## src/enc_types_pkg.sv

```systemverilog
// encoder side types
// widths, sampled channel bundle and decoded motion for the period path

package enc_types_pkg;

   // -------------------------------------------------------------------------
   // widths
   // -------------------------------------------------------------------------
   localparam int period_width = 22;                     // clk_fast counts per a cycle
   localparam logic [period_width-1:0] period_max = '1;  // 22'h3FFFFF, saturation value
   localparam int pos_width = 32;                        // signed position counter

   // -------------------------------------------------------------------------
   // synchronized channels plus single cycle edge strobes
   // -------------------------------------------------------------------------
   typedef struct packed {
      logic a;        // synced level of channel a
      logic b;        // synced level of channel b
      logic a_rise;   // a went 0 -> 1
      logic a_fall;   // a went 1 -> 0
      logic b_rise;
      logic b_fall;
   } quad_sample_t;

   // -------------------------------------------------------------------------
   // decoder result
   // dir 0 : a leads b, a-up -> b-up -> a-down -> b-down
   // dir 1 : b leads a, b-up -> a-up -> b-down -> a-down
   // -------------------------------------------------------------------------
   typedef struct packed {
      logic                        dir;       // last legal step direction
      logic                        step;      // pulse on any legal transition
      logic                        a_up;      // pulse on rising edge of a
      logic signed [pos_width-1:0] position;  // up for dir 0, down for dir 1
   } motion_t;

endpackage
```

## src/enc_report_pkg.sv

```systemverilog
// period report layout
// 32-bit period word as seen by the host side and its field codes

package enc_report_pkg;

   // edge select codes, only a_up is measured here
   localparam logic [1:0] edge_a_up = 2'b00;

   // spare field, reads as zero
   localparam logic [3:0] spare_zero = 4'd0;

   // -------------------------------------------------------------------------
   // period word, msb first
   //   [31]    valid
   //   [30]    dir
   //   [29]    dir_changed
   //   [28:27] edge_sel
   //   [26]    overflowed
   //   [25:22] spare
   //   [21:0]  period in clk_fast cycles
   // -------------------------------------------------------------------------
   typedef struct packed {
      logic                                   valid;        // set once a word is out
      logic                                   dir;          // direction at latch time
      logic                                   dir_changed;  // reversal, period forced max
      logic [1:0]                             edge_sel;     // which edge was timed
      logic                                   overflowed;   // counter ran into max
      logic [3:0]                             spare;
      logic [enc_types_pkg::period_width-1:0] period;
   } period_word_t;

endpackage

```

## src/enc_period_top.sv

```systemverilog
// encoder period top
// sync -> quadrature decode -> period count -> period word

`timescale 1ns/10ps

module enc_period_top (
   input  logic                                       clk_fast,
   input  logic                                       reset,          // async, active low
   input  logic                                       a,              // encoder line a
   input  logic                                       b,              // encoder line b
   output enc_report_pkg::period_word_t               period,         // latest period word
   output logic                                       period_strobe,  // 5 cycles after a rise
   output logic signed [enc_types_pkg::pos_width-1:0] position,
   output logic                                       dir
);

   enc_types_pkg::quad_sample_t            sample;       // synced channels
   enc_types_pkg::motion_t                 motion;       // decoded motion
   logic                                   meas_strobe;
   logic [enc_types_pkg::period_width-1:0] meas_period;
   logic                                   meas_chg;
   logic                                   meas_ovf;
   logic                                   meas_dir;

   enc_input_sync u_enc_input_sync (
      .clk_fast (clk_fast),
      .reset    (reset),
      .a        (a),
      .b        (b),
      .sample   (sample)
   );

   enc_quad_decoder u_enc_quad_decoder (
      .clk_fast (clk_fast),
      .reset    (reset),
      .sample   (sample),
      .motion   (motion)
   );

   enc_period_counter u_enc_period_counter (
      .clk_fast    (clk_fast),
      .reset       (reset),
      .motion      (motion),
      .meas_strobe (meas_strobe),
      .period      (meas_period),
      .dir_changed (meas_chg),
      .overflowed  (meas_ovf),
      .dir         (meas_dir)
   );

   enc_period_report u_enc_period_report (
      .clk_fast    (clk_fast),
      .reset       (reset),
      .meas_strobe (meas_strobe),
      .period      (meas_period),
      .dir_changed (meas_chg),
      .overflowed  (meas_ovf),
      .dir         (meas_dir),
      .word        (period),
      .word_strobe (period_strobe)
   );

   // live motion straight from the decoder
   assign position = motion.position;
   assign dir      = motion.dir;

endmodule

```

## src/enc_period_report.sv

```systemverilog
// period report
// packs each measurement into the 32-bit period word and pulses its strobe

`timescale 1ns/10ps

module enc_period_report (
   input  logic                                   clk_fast,
   input  logic                                   reset,        // async, active low
   input  logic                                   meas_strobe,  // new measurement
   input  logic [enc_types_pkg::period_width-1:0] period,
   input  logic                                   dir_changed,
   input  logic                                   overflowed,
   input  logic                                   dir,
   output enc_report_pkg::period_word_t           word,         // held between strobes
   output logic                                   word_strobe   // one cycle per new word
);

   // -------------------------------------------------------------------------
   // word register, zero until the first measurement
   // -------------------------------------------------------------------------
   always_ff @(posedge clk_fast or negedge reset) begin
      if (!reset) begin
         word        <= '0;
         word_strobe <= 1'b0;
      end else begin
         word_strobe <= meas_strobe;
         if (meas_strobe) begin
            word.valid       <= 1'b1;
            word.dir         <= dir;
            word.dir_changed <= dir_changed;
            word.edge_sel    <= enc_report_pkg::edge_a_up;   // only edge timed
            word.overflowed  <= overflowed;
            word.spare       <= enc_report_pkg::spare_zero;
            word.period      <= period;
         end
      end
   end

endmodule

```

## src/enc_period_counter.sv

```systemverilog
// period counter
// counts clk_fast cycles between a-rise strobes, saturates and flags reversals

`timescale 1ns/10ps

module enc_period_counter (
   input  logic                                   clk_fast,
   input  logic                                   reset,        // async, active low
   input  enc_types_pkg::motion_t                 motion,       // from quad decoder
   output logic                                   meas_strobe,  // one cycle, new latch
   output logic [enc_types_pkg::period_width-1:0] period,       // latched count
   output logic                                   dir_changed,  // latched reversal flag
   output logic                                   overflowed,   // latched saturation flag
   output logic                                   dir           // dir at latch time
);

   // -------------------------------------------------------------------------
   // free running state
   // -------------------------------------------------------------------------
   logic [enc_types_pkg::period_width-1:0] count;      // cycles since last a_up
   logic                                   cnt_chg;    // reversal since last a_up
   logic                                   cnt_ovf;    // saturated since last a_up
   logic                                   dir_step;   // dir seen at the last step

   // reversal seen this cycle
   logic                                   dir_flip;

   // what a latch would take this cycle, reversal wins over the count
   logic [enc_types_pkg::period_width-1:0] count_eff;
   logic                                   chg_eff;
   logic                                   ovf_eff;

   assign dir_flip = motion.step & (motion.dir != dir_step);

   always_comb begin
      if (dir_flip) begin
         count_eff = enc_types_pkg::period_max;   // reads as zero velocity
         chg_eff   = 1'b1;
         ovf_eff   = 1'b0;
      end else begin
         count_eff = count;
         chg_eff   = cnt_chg;
         ovf_eff   = cnt_ovf;
      end
   end

   always_ff @(posedge clk_fast or negedge reset) begin
      if (!reset) begin
         count    <= '0;
         cnt_chg  <= 1'b0;
         cnt_ovf  <= 1'b0;
         dir_step <= 1'b0;
      end else begin
         if (motion.step) begin
            dir_step <= motion.dir;
         end
         if (motion.a_up) begin
            count   <= {{(enc_types_pkg::period_width-1){1'b0}}, 1'b1};  // restart at 1
            cnt_chg <= 1'b0;
            cnt_ovf <= 1'b0;
         end else if (dir_flip) begin
            count   <= enc_types_pkg::period_max;
            cnt_chg <= 1'b1;
            cnt_ovf <= 1'b0;
         end else if (count != enc_types_pkg::period_max) begin
            count <= count + 1'b1;
            if (count == enc_types_pkg::period_max - 1'b1) begin
               cnt_ovf <= 1'b1;                   // about to saturate
            end
         end
         // at max with no a_up: hold
      end
   end

   // -------------------------------------------------------------------------
   // latch on a_up, strobe in the following cycle
   // -------------------------------------------------------------------------
   always_ff @(posedge clk_fast or negedge reset) begin
      if (!reset) begin
         meas_strobe <= 1'b0;
         period      <= '0;
         dir_changed <= 1'b0;
         overflowed  <= 1'b0;
         dir         <= 1'b0;
      end else begin
         meas_strobe <= motion.a_up;
         if (motion.a_up) begin
            period      <= count_eff;
            dir_changed <= chg_eff;
            overflowed  <= ovf_eff;
            dir         <= motion.dir;
         end
      end
   end

endmodule

```

## src/enc_quad_decoder.sv

```systemverilog
// quadrature decoder
// turns a/b transitions into direction, signed position and the a-rise strobe

`timescale 1ns/10ps

module enc_quad_decoder (
   input  logic                        clk_fast,
   input  logic                        reset,    // async, active low
   input  enc_types_pkg::quad_sample_t sample,   // from input sync
   output enc_types_pkg::motion_t      motion    // registered, 1 cycle behind sample
);

   logic [1:0] ab_prev;     // a/b state at the last seen edge
   logic [1:0] ab_cur;      // current synced a/b
   logic       any_edge;    // some channel moved this cycle
   logic       step_fwd;    // legal step, a leads b
   logic       step_rev;    // legal step, b leads a

   assign ab_cur   = {sample.a, sample.b};
   assign any_edge = sample.a_rise | sample.a_fall | sample.b_rise | sample.b_fall;

   // -------------------------------------------------------------------------
   // gray code transition table
   // forward : 00 -> 10 -> 11 -> 01 -> 00
   // reverse : 00 -> 01 -> 11 -> 10 -> 00
   // both bits changing is illegal and ignored
   // -------------------------------------------------------------------------
   always_comb begin
      step_fwd = 1'b0;
      step_rev = 1'b0;
      if (any_edge) begin
         case ({ab_prev, ab_cur})
            4'b00_10,
            4'b10_11,
            4'b11_01,
            4'b01_00: step_fwd = 1'b1;   // a leads b
            4'b00_01,
            4'b01_11,
            4'b11_10,
            4'b10_00: step_rev = 1'b1;   // b leads a
            default: begin
               step_fwd = 1'b0;          // double change, no step
               step_rev = 1'b0;
            end
         endcase
      end
   end

   // previous state follows every edge, also illegal ones, so we resync
   always_ff @(posedge clk_fast or negedge reset) begin
      if (!reset) begin
         ab_prev <= 2'b00;
      end else if (any_edge) begin
         ab_prev <= ab_cur;
      end
   end

   // -------------------------------------------------------------------------
   // motion register
   // -------------------------------------------------------------------------
   always_ff @(posedge clk_fast or negedge reset) begin
      if (!reset) begin
         motion <= '0;
      end else begin
         motion.step <= step_fwd | step_rev;
         motion.a_up <= sample.a_rise;            // passed through, 1 cycle late
         if (step_fwd) begin
            motion.dir      <= 1'b0;
            motion.position <= motion.position + 1'b1;
         end else if (step_rev) begin
            motion.dir      <= 1'b1;
            motion.position <= motion.position - 1'b1;
         end
         // no step: old dir and position hold
      end
   end

endmodule

```

## src/enc_input_sync.sv

```systemverilog
// encoder input synchronizer
// brings a and b into clk_fast and flags their rising and falling edges

`timescale 1ns/10ps

module enc_input_sync (
   input  logic                        clk_fast,
   input  logic                        reset,    // async, active low
   input  logic                        a,        // raw encoder line a
   input  logic                        b,        // raw encoder line b
   output enc_types_pkg::quad_sample_t sample    // synced levels and edge strobes
);

   // -------------------------------------------------------------------------
   // two flop synchronizer per channel
   // -------------------------------------------------------------------------
   logic a_meta;   // first stage, may go metastable
   logic b_meta;
   logic a_sync;   // second stage, safe to use
   logic b_sync;

   always_ff @(posedge clk_fast or negedge reset) begin
      if (!reset) begin
         a_meta <= 1'b0;
         b_meta <= 1'b0;
         a_sync <= 1'b0;
         b_sync <= 1'b0;
      end else begin
         a_meta <= a;
         b_meta <= b;
         a_sync <= a_meta;
         b_sync <= b_meta;
      end
   end

   // -------------------------------------------------------------------------
   // edge register
   // sample.a / sample.b hold the previous synced level for the compare
   // -------------------------------------------------------------------------
   always_ff @(posedge clk_fast or negedge reset) begin
      if (!reset) begin
         sample <= '0;
      end else begin
         sample.a      <= a_sync;
         sample.b      <= b_sync;
         sample.a_rise <= a_sync & ~sample.a;    // third cycle after first sample
         sample.a_fall <= ~a_sync & sample.a;
         sample.b_rise <= b_sync & ~sample.b;
         sample.b_fall <= ~b_sync & sample.b;
      end
   end

endmodule

```

## config.mk

```make
export PLATFORM = sky130hd
export DESIGN_NAME = enc_period_top
export DESIGN_NICKNAME = d
export VERILOG_FILES = /design/src/enc_types_pkg.sv /design/src/enc_report_pkg.sv /design/src/enc_period_top.sv /design/src/enc_period_report.sv /design/src/enc_period_counter.sv /design/src/enc_quad_decoder.sv /design/src/enc_input_sync.sv
export SDC_FILE = /design/constraint.sdc
export NUM_CORES = 1
export LEC_CHECK = 0
export ABC_AREA = 1
export BUFFER_PORTS_ARGS = -buffer_cell sky130_fd_sc_hd__buf_4
export CAP_MARGIN = 20
export CELL_PAD_IN_SITES_DETAIL_PLACEMENT = 1
export CELL_PAD_IN_SITES_GLOBAL_PLACEMENT = 1
export CORE_ASPECT_RATIO = 0.8
export CORE_MARGIN = 2
export CORE_UTILIZATION = 25
export DETAILED_ROUTE_END_ITERATION = 8
export PLACE_DENSITY_LB_ADDON = 0.08
export SLEW_MARGIN = 20
export SYNTH_ARGS = -nofsm -noshare
export SYNTH_HDL_FRONTEND = slang
export SYNTH_SLANG_ARGS = --single-unit
```

## constraint.sdc

```tcl
create_clock -name clk_fast -period 2.6 [get_ports clk_fast]
set_input_delay 0.65 -clock clk_fast [delete_from_list [all_inputs] [get_ports clk_fast]]
set_output_delay 0.65 -clock clk_fast [all_outputs]
set_load 0.01 [all_outputs]
```

==> qor.csv, run 1 <==
stage;metric;value;unit
worst_setup_path;required;2.92;ns
pwr;p_clk_share;18.6;%
global_routing;grtUsageMet2;22.1;%
routing;drtPass1Iterations;4;
pwr;pwr_density_cell;1400;nW/µm²
timing;worst_pin_slew;0.629;ns
logic_synthesis;postSynthAreaPerCell;7.24;µm²
worst_setup_path;crit_path_start_kind;flip-flop;
clock_tree;cts_tree;yes;
clock_tree;clockBufferDepth;2;
pwr;p_seq_share;24.7;%
global_routing;grt_max_degree;52;
placed_design;place_hpwl;19.5;mm
clock_tree;clk_pin_slew;0.07;ns
timing;period_share;98.8;%
timing;hold_slack;0.178;ns
global_routing;met1_usage;27.4;%
cells_and_area;final_layout_size_suffix_gt1_share;22.9;%
timing;clock_skew;0.0153;ns
worst_setup_path;r2r_cells;16;
logic_synthesis;synthArstFlopShare;100;%
worst_setup_path;r2r_setup_slack;0.03;ns
routing;wl;26.3;mm
timing;setup_viol;0;
pwr;power.internal;7.39;mW
global_routing;grt_pass1_vias;7056;
floorplanning;core;31200;µm²
logic_synthesis;synth_flop_cell;dfrtp_1;
global_routing;grt_usage;16.7;%
floorplanning;num_rows;58;
floorplanning;die_area;32900;µm²
global_routing;gr-usage-met3;2.60;%
clock_tree;h-tree-depth;4;
global_routing;grt_pass1_wl;42.0;mm
worst_setup_path;regToRegEndpoint;u_enc_quad_decoder.motion[20];
clock_tree;holdBufCountCts;0;
timing;slew_viol_final;0;
timing;finalHoldViolations;0;
placed_design;gp_congestion;0.800;
timing;fin_crit;2.57;ns
cells_and_area;utilization;31.8;%
global_routing;grt_antenna_before_repair;0;
cells_and_area;multi_input_area;4070;µm²
floorplanning;io-pin-count;70;
routing;vias;6816;
global_routing;overflow;0;
cells_and_area;nets;1213;
cells_and_area;area_growth;26.3;%
cells_and_area;ff_latch_area;3130;µm²
cells_and_area;fillerInstances;3841;
logic_synthesis;ys_warn_count;0;
job;cap_violations;0;
cells_and_area;final_common_cell;nand2_1;
routing;vias_per_cell;4.24;
pwr;cellLeakagePower;5.26;nW
routing;antenna_left;0;
clock_tree;cts_num_sinks;125;
worst_setup_path;cp_max_fo;9;
worst_setup_path;crit_path_end_kind;flip-flop;
pwr;swShare;46.8;%
floorplanning;die_h;163;µm
timing;slew_headroom;58.0;%
clock_tree;clk_latency;0.43;ns
pwr;comb_power_share;56.7;%
floorplanning;fp.dieW;202;µm
cells_and_area;num_antenna_cells;0;
floorplanning;start_util;25.2;%
pwr;p_sw;6.51;mW
placed_design;io_buffers;63;
timing;rsz0062_at_grt;true;
worst_setup_path;regToRegStartpoint;u_enc_quad_decoder.ab_prev[0];
logic_synthesis;syn-cell-area;7860;µm²
routing;drt-initial-drc-count;388;
clock_tree;cts_buffers;17;
logic_synthesis;synth_cells;1086;
logic_synthesis;ys_types;46;
timing;fmax;389;MHz
worst_setup_path;critical_path_class;flip-flop to flip-flop;
min_path;min_path_type;primary input to asynchronous set/reset pin;
logic_synthesis;ys_ff_latch;125;
routing;drcViolationCount;0;
pwr;ir_drop;0.475;mV
status;status;completed;
routing;avgRoutedWirePerCell;16.3;µm
logic_synthesis;synth-edff-count;0;
clock_tree;ctsRootBufferMaster;clkbuf_16;
logic_synthesis;synth_seq_area_share;39.8;%
cells_and_area;layout_common_cells;nand2_1, inv_1, dfrtp_1;
global_routing;busiest_layer;met1;
worst_setup_path;cp.arrival;2.89;ns
timing repair:
item	in CTS	in global routing
resized for setup	13	72
setup endpoints to repair	7	23
setup buffers	0	7
pin swaps	0	12
through the flow:
step	setup WS [ns]	instance area [µm²]	instances	total power, mW	TNS, ns
floorplan	0.0741	7880	1091	7.98	0
global placement	-0.131	8910	1570	10.6	-0.246
detailed placement	-0.114	8910	1570	10.7	-0.234
CTS	0.0236	9580	1601	13.4	0
global route	-0.146	9930	1608	15.2	-1.90
finish	0.0313	9930	1608	13.9	0
worst max-delay path by stage:
| stage | from | end | slack (ns) | cells after the start |
|---|---|---|---|---|
| floorplan | u_enc_input_sync.sample[4] | u_enc_quad_decoder.motion[27] | 0.07 | 12 |
| global placement | u_enc_input_sync.sample[5] | u_enc_quad_decoder.motion[20] | -0.13 | 14 |
| detailed placement | u_enc_input_sync.sample[4] | u_enc_quad_decoder.motion[20] | -0.11 | 14 |
| CTS | u_enc_input_sync.sample[4] | u_enc_quad_decoder.motion[13] | 0.02 | 12 |
| global route | u_enc_quad_decoder.ab_prev[0] | u_enc_quad_decoder.motion[20] | -0.15 | 17 |
| finish | u_enc_quad_decoder.ab_prev[0] | u_enc_quad_decoder.motion[20] | 0.03 | 16 |
per-layer routing:
metal	part of all wire, %	wire length [µm]
met1	58	15400
met3	2.7	697
met4	0.40	104
met5	0	0
met2	38	10100
synth_stat cells (all sizes together) (2+ instances only):
| master | number | area [µm²] |
|---|---|---|
| a21oi | 47 | 235 |
| a22oi | 4 | 30.0 |
| buf | 50 | 374 |
| clkbuf | 8 | 30.0 |
| dfrtp | 125 | 3130 |
| ha | 32 | 400 |
| inv | 162 | 613 |
| nand2 | 401 | 1550 |
| nand3 | 59 | 323 |
| nand3b | 7 | 56.3 |
| nand4 | 8 | 80.1 |
| nor2 | 97 | 445 |
| nor3 | 13 | 86.3 |
| nor4 | 2 | 12.5 |
| o21ai | 39 | 221 |
| o21bai | 2 | 15.0 |
| or2 | 2 | 12.5 |
| xnor2 | 13 | 114 |
| xor2 | 6 | 52.6 |
power by group through the flow:
stage | Clock [mW] | Sequential, mW | Combinational [mW]
after floorplan | 0 | 3.21 | 4.76
after global placement | 0 | 3.45 | 7.20
after detailed placement | 0 | 3.44 | 7.23
after CTS | 2.65 | 3.43 | 7.37
after global routing | 2.73 | 3.56 | 8.96
final | 2.58 | 3.43 | 7.88
sequential cells by signal (all words and copies together) (netlist names), 2 cells and up:
name,cells
u_enc_quad_decoder.motion,35
u_enc_period_report.word,26
u_enc_period_counter.count,22
u_enc_period_counter.period,22
u_enc_input_sync.sample,6
u_enc_quad_decoder.ab_prev,2
kinds of logic (layout without fill, tap and decap cells):
logic type	Yosys count	after routing	synth area share [%]
adder cells (fa/ha/maj)	33	33	5.35
flip-flops	125	125	39.8
other	1	6	0.0477
AND/OR/NAND/NOR	590	590	32.7
AO/OA/AOI/OAI	98	98	7.05
buffers and inverters	220	317	12.9
XOR/XNOR	19	19	2.12
cell type report:
class | instances | area share, %
multi-input combinational | 746 | 41.0
sequential | 125 | 31.5
timing repair buffer | 124 | 9.92
tap | 420 | 5.29
clock buffer | 17 | 4.29
clock inverter | 14 | 1.84
inverter | 162 | 6.18
critical path: stages, from the launching register on:
cell and delay (ns):
dfrtp_1 0.42, xor2_2 0.25, nand3_4 0.13, buf_12 0.18
buf_12 0.15, ha_2 0.37, nand2_1 0.06, nand2_1 0.13
inv_1 0.07, nand2_2 0.10, nand2_1 0.10, nand3_4 0.13
nand3_2 0.10, nand2_1 0.07, nand2_1 0.05, nand3_1 0.09
nand2_1 0.06
No activity file was read; power rests on OpenSTA's default activity.
==> run 2, diff against run 1 <==
--- a/config.mk
+++ b/config.mk
@@ -15,7 +15,8 @@
 export CORE_UTILIZATION = 25
 export DETAILED_ROUTE_END_ITERATION = 8
 export PLACE_DENSITY_LB_ADDON = 0.08
-export SLEW_MARGIN = 20
+export SLEW_MARGIN = 30
 export SYNTH_ARGS = -nofsm -noshare
 export SYNTH_HDL_FRONTEND = slang
+export SYNTH_HIERARCHICAL = 1
 export SYNTH_SLANG_ARGS = --single-unit
==> run 2 against run 1 <==
Compared with the run above: highest routed layer unchanged; synthesized area shrank 1.6%; global-route usage shrank 0.75 points; power shrank 6.4%; combinational power shrank 9.4%; sequential power shrank 2%; largest cell class unchanged; first-iteration DRC count shrank 21%.
==> qor.csv, run 2 <==
stage;metric;value;unit
cells_and_area;nets;1201;
cells_and_area;final_layout_size_suffix_gt1_share;18.4;%
logic_synthesis;ys_warn_count;6;
floorplanning;io-pin-count;70;
placed_design;io_buffers;63;
floorplanning;num_rows;57;
cells_and_area;area_growth;23.3;%
cells_and_area;utilization;31.4;%
clock_tree;cts_buffers;17;
timing;setup_viol;0;
routing;vias;6827;
cells_and_area;ff_latch_area;3130;µm²
worst_setup_path;critPathMaxStageDelay;0.41;ns
timing;hold_slack;0.166;ns
global_routing;grt_pass1_wl;40.3;mm
cells_and_area;largest_register;u_enc_quad_decoder/motion;
pwr;pwr_density_cell;1360;nW/µm²
timing;fmax;402;MHz
worst_setup_path;critPathBufInv;2;
routing;wl;24.6;mm
timing;fin_crit;2.49;ns
logic_synthesis;syn-cell-area;7730;µm²
cells_and_area;num_antenna_cells;0;
timing;setup_slack;0.110;ns
timing;slew_headroom;62.1;%
worst_setup_path;cp_common_cell;nand2_1;
cells_and_area;fillerInstances;3812;
clock_tree;clk_pin_slew;0.06;ns
worst_setup_path;cp.arrival;2.80;ns
timing;period_share;95.8;%
worst_setup_path;critical_path_class;flip-flop to flip-flop;
clock_tree;clk_latency;0.42;ns
worst_setup_path;crit_path_end_kind;flip-flop;
routing;antenna_left;0;
clock_tree;ctsRootBufferMaster;clkbuf_16;
logic_synthesis;ys_ff_latch;125;
job;cap_violations;0;
clock_tree;cts_tree;yes;
global_routing;grt_pass1_vias;7079;
worst_setup_path;r2r_setup_slack;0.11;ns
timing;worst_pin_slew;0.568;ns
timing;rsz0062_at_grt;true;
cells_and_area;layout_common_cells;nand2_1, inv_1, dfrtp_1;
logic_synthesis;synth-edff-count;0;
worst_setup_path;required;2.91;ns
clock_tree;clockBufferDepth;2;
routing;drt-initial-drc-count;307;
floorplanning;core;30400;µm²
logic_synthesis;synth.most_common_cell;nand2_1;
status;status;completed;
cells_and_area;largest_reg_flops;35;
pwr;cellLeakagePower;5.00;nW
floorplanning;die_h;161;µm
floorplanning;start_util;25.5;%
placed_design;post-place-ws;0.0331;ns
worst_setup_path;cp_cell_sequence;xor2_2 -> nand3_2 -> buf_12 -> ha_1 -> nand2_4 -> inv_1 -> nand2_1 -> nand2_1 -> a21oi_1 -> nand2_2 -> nand2_1 -> nand3b_1 -> nand3_1 -> nand2_1;
placed_design;gp_congestion;0.829;
cells_and_area;final_common_cell;nand2_1;
global_routing;grt_usage;15.9;%
logic_synthesis;yosysTopAreaCell;dfrtp_1;
logic_synthesis;synth_cells;1085;
routing;drcViolationCount;0;
logic_synthesis;synthArstFlopShare;100;%
global_routing;overflow;0;
worst_setup_path;crit_path_top_delay_cell;dfrtp_1;
worst_setup_path;crit_path_start_kind;flip-flop;
timing;finalHoldViolations;0;
floorplanning;die_area;32400;µm²
worst_setup_path;cp_max_fo;28;
clock_tree;h-tree-depth;4;
placed_design;place_hpwl;18.7;mm
logic_synthesis;synthTopCellsByCount;nand2_1, inv_1, dfrtp_1, nor2_1, nand3_1;
routing;avgRoutedWirePerCell;15.5;µm
timing;clock_skew;0.0130;ns
global_routing;grt_max_degree;50;
pwr;ir_drop;0.484;mV
logic_synthesis;ys_top_cells_by_area;dfrtp_1, nand2_1, inv_1;
worst_setup_path;crit_family;simple AND/OR/NAND/NOR gates;
cells_and_area;reg_top3;u_enc_quad_decoder/motion: 35 flops, u_enc_period_report/word: 26 flops;
routing;vias_per_cell;4.29;
logic_synthesis;synth_seq_area_share;40.4;%
min_path;min_path_type;primary input to asynchronous set/reset pin;
timing;slew_viol_final;0;
cells_and_area;multi_input_area;4010;µm²
global_routing;grt_antenna_before_repair;0;
floorplanning;fp.dieW;201;µm
logic_synthesis;yosysTopAreaCellShare;40.4;%
clock_tree;cts_num_sinks;125;
routing;drtPass1Iterations;4;
logic_synthesis;ys_types;40;
logic_synthesis;postSynthAreaPerCell;7.13;µm²
logic_synthesis;synth_flop_cell;dfrtp_1;
[run 2: changes by cell type in the layout (fill, tap and decap cells not counted), sizes merged, moves of 8 or more]
cell and change:
nand2 +47, buf -38, a21oi -23, a31oi +19
inv -13, nor2 +10, o21ai -10, nor3 -8
[run 2: metrics by stage]
stage / instance area (µm²) / setup TNS [ns] / cells / power (mW)
finish: 9530 / 0 / 1590 / 13.0
global route: 9530 / -1.26 / 1590 / 14.3
CTS: 9350 / 0 / 1590 / 12.9
detailed placement: 8750 / 0 / 1558 / 10.3
global placement: 8750 / 0 / 1558 / 10.3
floorplan: 7750 / 0 / 1090 / 7.80
[run 2: power breakdown]
group          total, mW  internal, mW  switching [mW]
registers           3.37          2.67           0.700
clock network       2.50          1.50           0.995
logic               7.14          2.71            4.43
[run 2: area by class of cell]
cell class | count | area share, %
clock inverter | 11 | 1.38
timing repair buffer | 86 | 7.34
sequential | 125 | 32.8
tap | 413 | 5.42
multi-input combinational | 783 | 42.1
inverter | 151 | 6.05
clock buffer | 21 | 4.93
[run 2: cell families after synthesis]
logic type,Yosys count,share of synthesized area [%]
AO/OA/AOI/OAI,77,5.47
XOR/XNOR,18,2.04
adder cells (fa/ha/maj),33,5.44
buffers and inverters,182,10.4
flip-flops,125,40.4
multiplexers,2,0.291
other,1,0.0485
AND/OR/NAND/NOR,647,35.9
[run 2: final timing paths]
| kind | cells past startpoint | end | start |
|---|---|---|---|
| max reg2reg | 14 | u_enc_quad_decoder/motion[23] | u_enc_input_sync/sample[5] |
| min reg2reg | 0 | u_enc_input_sync/b_sync | u_enc_input_sync/b_meta |
| max | 14 | u_enc_quad_decoder/motion[23] | u_enc_input_sync/sample[5] |
| min in group clk_fast | 1 | u_enc_input_sync/b_meta | b |
| max in group asynchronous | 2 | u_enc_quad_decoder/motion[11] | reset |
| min | 1 | u_enc_period_report/word[18] | reset |
[run 2: timing repair]
item | 4_1_cts | 5_1_grt
setup buffers | 0 | 0
hold buffers | 0 | 0
setup endpoints to repair | 0 | 21
gates resized for setup | 0 | 42
[run 2: per-layer routing]
metal | vias to the layer above | GRT usage, % | part of all wire (%)
met5 | - | 0 | 0
li1 | 3509 | - | -
met4 | 0 | 3.43 | 0.77
met2 | 54 | 24.1 | 43
met3 | 12 | 2.82 | 2.0
met1 | 3252 | 23.6 | 54
==> run 3, diff against run 2 <==
--- a/config.mk
+++ b/config.mk
@@ -13,6 +13,7 @@
 export CORE_ASPECT_RATIO = 0.8
 export CORE_MARGIN = 2
 export CORE_UTILIZATION = 25
+export CTS_BUF_LIST = sky130_fd_sc_hd__clkbuf_2
 export DETAILED_ROUTE_END_ITERATION = 8
 export PLACE_DENSITY_LB_ADDON = 0.08
 export SLEW_MARGIN = 30
==> run 3 against run 2 <==
Compared with the run above: via count about the same; register-to-register slack hardly changed; power shrank 9.4%; critical endpoint is now u_enc_quad_decoder/motion[30]; critical path type unchanged.
==> qor.csv, run 3 (synthesis gave the netlist of run 2 again) <==
stage;metric;value;unit
status;status;completed;
routing;vias;6829;
floorplanning;start_util;25.5;%
timing;rsz0062_at_grt;true;
cells_and_area;layout_common_cells;nand2_1, inv_1, dfrtp_1;
cells_and_area;area_growth;18.7;%
timing;clock_skew;0.0530;ns
cells_and_area;reg_top3;u_enc_quad_decoder/motion: 35 flops, u_enc_period_report/word: 26 flops;
floorplanning;num_rows;57;
pwr;cellLeakagePower;4.87;nW
floorplanning;fp.dieW;201;µm
routing;wl;24.5;mm
cells_and_area;fillerInstances;3840;
worst_setup_path;required;3.23;ns
global_routing;grt_pass1_vias;7041;
timing;finalHoldViolations;0;
global_routing;grt_usage;15.8;%
global_routing;grt_antenna_before_repair;1;
worst_setup_path;cp_max_fo;28;
pwr;pwr_density_cell;1280;nW/µm²
cells_and_area;final_common_cell;nand2_1;
min_path;min_path_type;flip-flop to flip-flop;
routing;drtPass1Iterations;4;
cells_and_area;utilization;30.2;%
min_path;hold_path_startpoint;u_enc_input_sync/b_meta;
worst_setup_path;critical_path_class;flip-flop to flip-flop;
clock_tree;postCtsSetupBuffers;0;
worst_setup_path;crit_path_start_kind;flip-flop;
clock_tree;h-tree-depth;4;
timing;period_share;95.8;%
clock_tree;cts_buffers;17;
pwr;ir_drop;0.426;mV
floorplanning;die_area;32400;µm²
routing;vias_per_cell;4.28;
floorplanning;die_h;161;µm
worst_setup_path;crit_start;u_enc_input_sync/sample[4];
timing;setup_viol;0;
placed_design;place_hpwl;18.7;mm
cells_and_area;nets;1204;
cells_and_area;largest_reg_flops;35;
clock_tree;cts_num_sinks;125;
cells_and_area;stdcell_count;1594;
routing;avgRoutedWirePerCell;15.4;µm
placed_design;post-place-ws;0.0331;ns
worst_setup_path;regToRegStartpoint;u_enc_input_sync/sample[4];
timing;fmax;401;MHz
timing;worst_pin_slew;0.575;ns
timing;slew_headroom;61.7;%
placed_design;gp_congestion;0.829;
routing;drcViolationCount;0;
floorplanning;core;30400;µm²
clock_tree;clk_latency;0.74;ns
job;cap_violations;0;
clock_tree;clk_pin_slew;0.20;ns
timing;setup_slack;0.108;ns
global_routing;grt_max_degree;50;
timing;fin_crit;2.49;ns
routing;antenna_left;0;
global_routing;grt_pass1_wl;40.0;mm
placed_design;io_buffers;63;
timing;slew_viol_final;0;
pwr;power.total;11.8;mW
worst_setup_path;r2r_cells;14;
floorplanning;io-pin-count;70;
worst_setup_path;cp.arrival;3.13;ns
worst_setup_path;crit_path_end_kind;flip-flop;
clock_tree;cts_tree;yes;
global_routing;overflow;0;
min_path;min_path_cells;0;
routing;drt-initial-drc-count;305;
worst_setup_path;r2r_setup_slack;0.11;ns
placed_design;place_inst;1558;
clock_tree;ctsRootBufferMaster;clkbuf_2;
clock_tree;clockBufferDepth;2;
cells_and_area;final_layout_size_suffix_gt1_share;18.5;%
cells_and_area;largest_register;u_enc_quad_decoder/motion;
## run 3: critical path: stages, from the launching register on
cell     delay (ns)
dfrtp_1        0.45
xnor2_2        0.20
nand3_2        0.14
buf_12         0.19
ha_1           0.42
nand2_1        0.14
inv_1          0.09
nand2_1        0.09
buf_4          0.16
nor4_2         0.19
nand2_1        0.11
nand2_1        0.07
nand2_1        0.05
nand3_2        0.06
nand2_1        0.05
## run 3: per-stage QoR
step                TNS, ns  instance area (µm²)  hold slack, ns
floorplan                 0                 7750           0.331
global placement          0                 8750           0.335
detailed placement        0                 8750           0.339
CTS                       0                 9010           0.323
global route          -1.39                 9180           0.317
finish                    0                 9180           0.376
## run 3: where the power goes
group | internal, mW | total (mW) | switching, mW | leakage (nW)
Clock | 0.444 | 1.32 | 0.876 | 0.134
Sequential | 2.65 | 3.34 | 0.689 | 1.51
Combinational | 2.69 | 7.12 | 4.44 | 3.23
Total | 5.78 | 11.8 | 6.00 | 4.87
## run 3: area by class of cell
cell class | count | area (µm²) | share of cell area, %
multi-input combinational | 783 | 3990 | 43.5
sequential | 125 | 3130 | 34.1
timing repair buffer | 89 | 729 | 7.94
inverter | 151 | 577 | 6.28
tap | 413 | 517 | 5.63
clock inverter | 14 | 143 | 1.55
clock buffer | 18 | 90.1 | 0.981
antenna | 1 | 2.50 | 0.0273
## run 3: final timing paths
kind | end
min | u_enc_input_sync/b_sync
min reg2reg | u_enc_input_sync/b_sync
max | u_enc_quad_decoder/motion[30]
max in group asynchronous | u_enc_quad_decoder/motion[1]
max reg2reg | u_enc_quad_decoder/motion[30]
min in group asynchronous | u_enc_period_report/word[18]
## run 3: routing by layer
layer,share of wire (%),GRT usage [%],vias to the layer above
li1,-,-,3507
met1,54,23.4,3249
met2,43,23.9,62
met3,2.3,2.89,11
met4,0.71,3.03,0
met5,0,0,-
## run 3: timing repair
| item | in CTS | in global routing |
|---|---|---|
| hold buffers | 3 | 0 |
| resized for setup | 0 | 43 |
| endpoints found under the hold margin | 48 | 0 |
| setup endpoints to repair | 0 | 21 |
